`config.mk`:
```
export PLATFORM = sky130hd
export DESIGN_NAME = mandel_top
export DESIGN_NICKNAME = d
export VERILOG_FILES = /design/src/source/fix_pkg.sv /design/src/source/frame_pkg.sv /design/src/source/escape_controller.sv /design/src/source/mandel_top.sv /design/src/source/pixel_calculator.sv /design/src/source/scan_generator.sv
export VERILOG_INCLUDE_DIRS = /design/src /design/src/source
export SDC_FILE = /design/constraint.sdc
export NUM_CORES = 2
export LEC_CHECK = 0
export ABC_AREA = 1
export BUFFER_PORTS_ARGS = -buffer_cell sky130_fd_sc_hd__buf_2
export CAP_MARGIN = 20
export CORE_MARGIN = 2
export CORE_UTILIZATION = 55
export CTS_CLUSTER_SIZE = 10
export DETAILED_ROUTE_END_ITERATION = 10
export PLACE_DENSITY = 0.71
export SLEW_MARGIN = 0
export SYNTH_ARGS = -nofsm -noshare
export SYNTH_HDL_FRONTEND = slang
export SYNTH_HIERARCHICAL = 1
export SYNTH_SLANG_ARGS = --single-unit
```
`constraint.sdc`:
```
create_clock -name tb_clk -period 36 [get_ports tb_clk]
set_input_delay 3.6 -clock tb_clk [delete_from_list [all_inputs] [get_ports tb_clk]]
set_output_delay 3.6 -clock tb_clk [all_outputs]
set_load 0.05 [all_outputs]
```
`src/source/mandel_defs.svh`:
```
`ifndef MANDEL_DEFS_SVH
`define MANDEL_DEFS_SVH

// fixed-point word layout
`define MANDEL_WIDTH 20
`define MANDEL_FRAC 10
`define MANDEL_INT 10

// iterations per pixel before it counts as inside the set
`define MANDEL_MAX_ITER 32

// frame size in pixels
`define MANDEL_FRAME_W 8
`define MANDEL_FRAME_H 6

// |z|^2 threshold, 4.0 in raw form
`define MANDEL_ESCAPE 4096

`endif

```
`src/source/fix_pkg.sv`:
```
`include "mandel_defs.svh"

package fix_pkg;

	// integral part sits above the binary point
	typedef struct packed
	{
		logic signed [`MANDEL_INT-1:0] int_part;
		logic [`MANDEL_FRAC-1:0] frac_part;
	} fixed_parts_t;

	// same 20 bits seen as one signed number or as two fields
	typedef union packed
	{
		logic signed [`MANDEL_WIDTH-1:0] raw;
		fixed_parts_t parts;
	} fixed_t;

endpackage

```
`src/source/frame_pkg.sv`:
```
`include "mandel_defs.svh"

package frame_pkg;

	// coordinate widths follow the frame size
	typedef logic [$clog2(`MANDEL_FRAME_W)-1:0] coord_x_t;
	typedef logic [$clog2(`MANDEL_FRAME_H)-1:0] coord_y_t;

	// wide enough for counts up to the iteration limit
	typedef logic [7:0] iter_t;

endpackage

```
`src/source/escape_controller.sv`:
```
`timescale 1ns/10ps
`include "mandel_defs.svh"

module escape_controller import fix_pkg::*, frame_pkg::*;
(
	input logic tb_clk,
	input logic rst_n,
	input logic c_valid,
	input fixed_t c_real,
	input fixed_t c_imag,
	input coord_x_t x,
	input coord_y_t y,
	input fixed_t z_real_out,
	input fixed_t z_imag_out,
	input fixed_t size_squared_out,
	input iter_t pixel,
	output fixed_t z_real_in,
	output fixed_t z_imag_in,
	output fixed_t c_real_in,
	output fixed_t c_imag_in,
	output iter_t iteration_in,
	output logic pixel_next,
	output logic pixel_valid,
	output coord_x_t pixel_x,
	output coord_y_t pixel_y,
	output iter_t pixel_count
);

	localparam logic [1:0] ST_IDLE = 2'd0;
	localparam logic [1:0] ST_LOAD = 2'd1;
	localparam logic [1:0] ST_ITER = 2'd2;

	// threshold split into the two fields of the word
	localparam int ESC_INT = `MANDEL_ESCAPE >> `MANDEL_FRAC;
	localparam int ESC_FRAC = `MANDEL_ESCAPE % (1 << `MANDEL_FRAC);

	logic [1:0] state;
	fixed_t c_real_hold;
	fixed_t c_imag_hold;
	coord_x_t x_hold;
	coord_y_t y_hold;
	logic escaped;
	logic at_limit;
	logic done;

	// strictly greater than 4.0
	assign escaped = (size_squared_out.parts.int_part > ESC_INT) ||
		((size_squared_out.parts.int_part == ESC_INT) &&
		(size_squared_out.parts.frac_part > ESC_FRAC));
	assign at_limit = (pixel == iter_t'(`MANDEL_MAX_ITER));

	// step outputs are only meaningful in the iterate state
	assign done = (state == ST_ITER) && (escaped || at_limit);

	always_ff @(posedge tb_clk, negedge rst_n)
	begin
		if (!rst_n)
		begin
			state <= ST_IDLE;
		end
		else
		begin
			case (state)
				ST_IDLE:
				begin
					if (c_valid)
					begin
						state <= ST_LOAD;
					end
				end
				ST_LOAD:
				begin
					state <= ST_ITER;
				end
				ST_ITER:
				begin
					if (done)
					begin
						state <= ST_IDLE;
					end
				end
				default:
				begin
					state <= ST_IDLE;
				end
			endcase
		end
	end

	// hold c and position for the whole pixel
	always_ff @(posedge tb_clk)
	begin
		if (state == ST_IDLE && c_valid)
		begin
			c_real_hold <= c_real;
			c_imag_hold <= c_imag;
			x_hold <= x;
			y_hold <= y;
		end
	end

	always_comb
	begin
		c_real_in = c_real_hold;
		c_imag_in = c_imag_hold;
		if (state == ST_ITER)
		begin
			// feed the last step back in
			z_real_in = z_real_out;
			z_imag_in = z_imag_out;
			iteration_in = pixel;
		end
		else
		begin
			// z starts at zero
			z_real_in = '0;
			z_imag_in = '0;
			iteration_in = '0;
		end
	end

	assign pixel_valid = done;
	assign pixel_next = done;
	assign pixel_x = x_hold;
	assign pixel_y = y_hold;
	assign pixel_count = pixel;

endmodule

```
`src/source/mandel_top.sv`:
```
`timescale 1ns/10ps

module mandel_top import fix_pkg::*, frame_pkg::*;
(
	input logic tb_clk,
	input logic rst_n,
	input logic start,
	input fixed_t origin_real,
	input fixed_t origin_imag,
	input fixed_t step,
	output logic pixel_valid,
	output coord_x_t pixel_x,
	output coord_y_t pixel_y,
	output iter_t pixel_count,
	output logic frame_done,
	output logic busy
);

	// scan to controller
	logic c_valid;
	logic pixel_next;
	coord_x_t x;
	coord_y_t y;
	fixed_t c_real;
	fixed_t c_imag;

	// controller to iteration step and back
	fixed_t z_real_in;
	fixed_t z_imag_in;
	fixed_t c_real_in;
	fixed_t c_imag_in;
	iter_t iteration_in;
	fixed_t z_real_out;
	fixed_t z_imag_out;
	fixed_t size_squared_out;
	iter_t pixel;

	scan_generator scan0
	(
		.tb_clk(tb_clk),
		.rst_n(rst_n),
		.start(start),
		.pixel_next(pixel_next),
		.origin_real(origin_real),
		.origin_imag(origin_imag),
		.step(step),
		.c_valid(c_valid),
		.frame_done(frame_done),
		.busy(busy),
		.x(x),
		.y(y),
		.c_real(c_real),
		.c_imag(c_imag)
	);

	escape_controller ctrl0
	(
		.tb_clk(tb_clk),
		.rst_n(rst_n),
		.c_valid(c_valid),
		.c_real(c_real),
		.c_imag(c_imag),
		.x(x),
		.y(y),
		.z_real_out(z_real_out),
		.z_imag_out(z_imag_out),
		.size_squared_out(size_squared_out),
		.pixel(pixel),
		.z_real_in(z_real_in),
		.z_imag_in(z_imag_in),
		.c_real_in(c_real_in),
		.c_imag_in(c_imag_in),
		.iteration_in(iteration_in),
		.pixel_next(pixel_next),
		.pixel_valid(pixel_valid),
		.pixel_x(pixel_x),
		.pixel_y(pixel_y),
		.pixel_count(pixel_count)
	);

	pixel_calculator calc0
	(
		.tb_clk(tb_clk),
		.rst_n(rst_n),
		.z_real_in(z_real_in),
		.z_imag_in(z_imag_in),
		.c_real_in(c_real_in),
		.c_imag_in(c_imag_in),
		.iteration_in(iteration_in),
		.z_real_out(z_real_out),
		.z_imag_out(z_imag_out),
		.size_squared_out(size_squared_out),
		.pixel(pixel)
	);

endmodule

```
`src/source/pixel_calculator.sv`:
```
`timescale 1ns/10ps
`include "mandel_defs.svh"

module pixel_calculator import fix_pkg::*, frame_pkg::*;
(
	input logic tb_clk,
	input logic rst_n,
	input fixed_t z_real_in,
	input fixed_t z_imag_in,
	input fixed_t c_real_in,
	input fixed_t c_imag_in,
	input iter_t iteration_in,
	output fixed_t z_real_out,
	output fixed_t z_imag_out,
	output fixed_t size_squared_out,
	output iter_t pixel
);

	// full product, rescaled and cut back to one word
	function automatic logic signed [`MANDEL_WIDTH-1:0] fix_mul(
		input logic signed [`MANDEL_WIDTH-1:0] a,
		input logic signed [`MANDEL_WIDTH-1:0] b
	);
		logic signed [2*`MANDEL_WIDTH-1:0] prod;
		prod = a * b;
		return prod[`MANDEL_WIDTH+`MANDEL_FRAC-1:`MANDEL_FRAC];
	endfunction

	logic signed [`MANDEL_WIDTH-1:0] zr_sq;
	logic signed [`MANDEL_WIDTH-1:0] zi_sq;
	logic signed [`MANDEL_WIDTH-1:0] zr_zi;
	logic signed [`MANDEL_WIDTH-1:0] next_real;
	logic signed [`MANDEL_WIDTH-1:0] next_imag;
	logic signed [`MANDEL_WIDTH-1:0] next_size;

	always_comb
	begin
		zr_sq = fix_mul(z_real_in.raw, z_real_in.raw);
		zi_sq = fix_mul(z_imag_in.raw, z_imag_in.raw);
		zr_zi = fix_mul(z_real_in.raw, z_imag_in.raw);

		// z^2 + c
		next_real = zr_sq - zi_sq + c_real_in.raw;
		// doubling after the shift, as the model does
		next_imag = (zr_zi <<< 1) + c_imag_in.raw;

		// magnitude of the new z, for the escape test downstream
		next_size = fix_mul(next_real, next_real) + fix_mul(next_imag, next_imag);
	end

	always_ff @(posedge tb_clk)
	begin
		z_real_out.raw <= next_real;
		z_imag_out.raw <= next_imag;
		size_squared_out.raw <= next_size;
	end

	// count travels with the data it belongs to
	always_ff @(posedge tb_clk, negedge rst_n)
	begin
		if (!rst_n)
		begin
			pixel <= '0;
		end
		else
		begin
			pixel <= iteration_in + iter_t'(1);
		end
	end

endmodule

```
`src/source/scan_generator.sv`:
```
`timescale 1ns/10ps
`include "mandel_defs.svh"

module scan_generator import fix_pkg::*, frame_pkg::*;
(
	input logic tb_clk,
	input logic rst_n,
	input logic start,
	input logic pixel_next,
	input fixed_t origin_real,
	input fixed_t origin_imag,
	input fixed_t step,
	output logic c_valid,
	output logic frame_done,
	output logic busy,
	output coord_x_t x,
	output coord_y_t y,
	output fixed_t c_real,
	output fixed_t c_imag
);

	logic load_frame;
	logic advance;
	logic last_col;
	logic last_row;

	// start is ignored while a frame is running
	assign load_frame = start && !busy;
	assign advance = busy && pixel_next;
	assign last_col = (x == coord_x_t'(`MANDEL_FRAME_W - 1));
	assign last_row = (y == coord_y_t'(`MANDEL_FRAME_H - 1));

	always_ff @(posedge tb_clk, negedge rst_n)
	begin
		if (!rst_n)
		begin
			c_valid <= 1'b0;
			frame_done <= 1'b0;
			busy <= 1'b0;
			x <= '0;
			y <= '0;
		end
		else
		begin
			c_valid <= 1'b0;
			frame_done <= 1'b0;
			if (load_frame)
			begin
				busy <= 1'b1;
				c_valid <= 1'b1;
				x <= '0;
				y <= '0;
			end
			else if (advance)
			begin
				if (last_col && last_row)
				begin
					// busy drops together with the done pulse
					busy <= 1'b0;
					frame_done <= 1'b1;
				end
				else if (last_col)
				begin
					x <= '0;
					y <= y + coord_y_t'(1);
					c_valid <= 1'b1;
				end
				else
				begin
					x <= x + coord_x_t'(1);
					c_valid <= 1'b1;
				end
			end
		end
	end

	// c stepped by addition only
	always_ff @(posedge tb_clk)
	begin
		if (load_frame)
		begin
			c_real <= origin_real;
			c_imag <= origin_imag;
		end
		else if (advance && !last_col)
		begin
			c_real.raw <= c_real.raw + step.raw;
		end
		else if (advance && !last_row)
		begin
			// new row, back to the left edge and one step down
			c_real <= origin_real;
			c_imag.raw <= c_imag.raw + step.raw;
		end
	end

endmodule

```
==> impl_metrics.yaml <==
status:
  status: "finished, final reports clean"
yosys:
  synth_area_um2: 63110
  synthFlopType: "edfxtp_1"
  synth_fa_ha_area_frac: 0.5667
  ys_types: 64
  synth.area.top_cells: "fa_1 46%, inv_1 14%, ha_1 11%"
  syn_avg_cell_area_um2: 8.295
  synthSimpleGateAreaFrac: 0.1415
  synth_mux_area_frac: 0
  synth-edff-count: 86
  synth_top_family_by_area: "adder cells"
  synth.ff_latch_count: 165
  synthXorXnorAreaFrac: 0.03127
  synth_compound_area_frac: 0.03333
  synth.yosys.seq_area_share: 0.06749
  syn_inst: 7608
  synth_warnings: 6
  synth_nets: 9660
  async_reset_ff_frac: 0.1152
  synth_top_area_frac: 0.4596
  synth_top_area_cell: "fa_1"
grt:
  grt_max_degree: 47
  gr-total-overflow: 0
  antenna_found_initial: 3
  grt_pass1_wl_mm: 264.6
  grt_pass1_vias: 50790
  track_usage: 0.2917
sta:
  finClkSkew_ns: 0.03712
  rsz0062_at_grt: "no"
  finalHoldViolations: 0
  finalSetupViolations: 0
  tightest_slew_ns: 1.074
  finalCriticalPeriod_ns: 18.45
  finalCritPeriodShare: 0.5125
  slew_headroom: 0.2822
  tns_ns: 0
  fmax_ghz: 0.05420
  drv_slew: 0
run:
  cap_violations: 0
placement:
  dpl.hpwl_mm: 133.2
  portBuffers: 79
  routabilityCongestion: 0.9393
  place_inst: 9045
clocking:
  clock_path_buffers: 2
  post_cts_resized: 0
  cts_buffers: 17
  clock_sinks: 165
  clk_pin_slew_ns: 0.07
  cts_tree: "done"
  hold_buffers: 0
  clock_latency_ns: 0.53
  htreeDepth: 4
  cts-root-buf: "clkbuf_16"
  cts_setup_buffers: 0
setup_path:
  end_kind: "register"
  setup.worst_path.start_class: "register"
  path_max_fanout: 30
  timing.critical_path.slowest_cell_delay_ns: 0.62
  crit_slowest_cell: "nor2_4"
  worstSetupPathType: "reg -> reg"
  worstPathArrival_ns: 18.85
  critPathRequiredTime_ns: 36.40
  crit_top_cell: "nand2_1"
routing:
  ant_nets: 0
  routedWlPerCell_um: 17.79
  dr.pass1.iters: 6
  drtIter0Drc: 2686
  vias: 46760
  routed_wl_mm: 161.6
  via_per_inst: 5.149
  drc: 0
die:
  start_util: 0.5534
  die_w_um: 342.7
  die_h_um: 342.7
  fp.coreArea_um2: 114000
  die_area_um2: 117500
  num_rows: 124
  top_level_ports: 80
cells_and_area:
  drive_gt1_frac: 0.03992
  num-fill-cells: 10230
  register_area_um2: 4259
  multi_input_area_um2: 48930
  syn_to_final_growth_pct: 4.148
  nets: 9605
  final_cells: 9080
hold_path:
  hp-class: "reg -> reg"
stage by stage:
| step | utilization | hold WS [ns] | worst slack (ns) | area [um^2] |
|---|---|---|---|---|
| after floorplan | - | 0.3702 | 20.10 | 63110 |
| after global placement | 0.5707 | 0.4440 | 18.04 | 65080 |
| after detailed placement | 0.5708 | 0.4506 | 17.70 | 65090 |
| after CTS | 0.5761 | 0.4681 | 17.66 | 65690 |
| after global routing | 0.5763 | 0.4839 | 16.36 | 65720 |
| final | 0.5764 | 0.4705 | 17.55 | 65730 |
layer usage:
metal  GRT usage  wire [um]  vias to the layer above
li1            -          -                    21480
met1      0.3700      64240                    23520
met2      0.5003      79900                     1441
met3     0.04460      10210                      314
met4      0.1193       7180                        4
met5           0         23                        -
critical path: cells and delay by family (launching register included):
kind / cells / cell delay (ns)
AOI/OAI and AO/OA: 16 / 3.12
buffers and inverters: 16 / 2.73
DFF: 1 / 0.44
and+or+nand+nor: 19 / 2.50
xor gates and xnor gates: 3 / 1.10
adders and majority gates: 19 / 8.38
state kept, by name (all words and copies together) (netlist names), 8 cells and up:
register	count
calc0/pixel	8
calc0/size_squared_out	20
calc0/z_imag_out	20
calc0/z_real_out	20
ctrl0/c_imag_in	20
ctrl0/c_real_in	20
scan0/c_imag	20
scan0/c_real	20
cell families (layout without fill, tap and decap cells):
logic type,Yosys count,in the layout
AND/OR/NAND/NOR,2202,2202
buffers and inverters,2656,2614
adder cells (fa/ha/maj),1989,1989
AO/OA/AOI/OAI,374,374
other,1,3
flip-flops,165,165
XOR/XNOR,221,221
cell usage in the layout (no fill, tap or decap), drive strengths merged, types with 131 or more instances in the layout:
cell / Yosys / final
xor2: 131 / 131
nor2: 475 / 475
nand2: 1478 / 1478
buf: 82 / 139
ha: 540 / 540
nand3: 153 / 153
a21oi: 206 / 206
inv: 2433 / 2441
fa: 1449 / 1449
cell type report:
class	instances	share of cell area
tap	1512	0.02878
sequential	165	0.06480
multi-input combinational	4787	0.7444
timing repair buffer	139	0.01317
antenna	2	0.00007615
clock buffer	17	0.006472
inverter	2443	0.1396
clock inverter	15	0.002684
cell usage after synthesis, types with 11 or more instances:
cell         n
a21o_1      21
a21oi_1    203
a31oi_1     13
buf_1       41
buf_2       24
buf_4       15
clkbuf_1   130
dfrtp_1     19
dfxtp_1     60
edfxtp_1    86
fa_1      1449
ha_1       540
inv_1     2414
inv_2       18
nand2_1   1456
nand2_2     21
nand3_1    142
nand3_2     11
nand3b_1    21
nand4_1     21
nor2_1     456
nor2_4      12
nor3_1      20
o21ai_0     73
o21ai_1     14
o21bai_1    13
or2_2       14
xnor2_1     88
xor2_1     128
path summary, 6_finish.rpt:
check | start | end | slack, ns | depth (start not counted)
setup reg to reg | ctrl0/state[0] | calc0/size_squared_out[19] | 17.55 | 73
hold / removal | scan0/c_real[0] | ctrl0/c_real_in[0] | 0.47 | 0
max in group asynchronous | rst_n | ctrl0/state[0] | 32.40 | 1
hold reg to reg | scan0/c_real[0] | ctrl0/c_real_in[0] | 0.47 | 0
min in group asynchronous | rst_n | scan0/y[1] | 3.11 | 1
setup / recovery | ctrl0/state[0] | calc0/size_squared_out[19] | 17.55 | 73
Power is not shown: default switching activity piles up to over one toggle a cycle in this logic, so the estimate is an artifact.
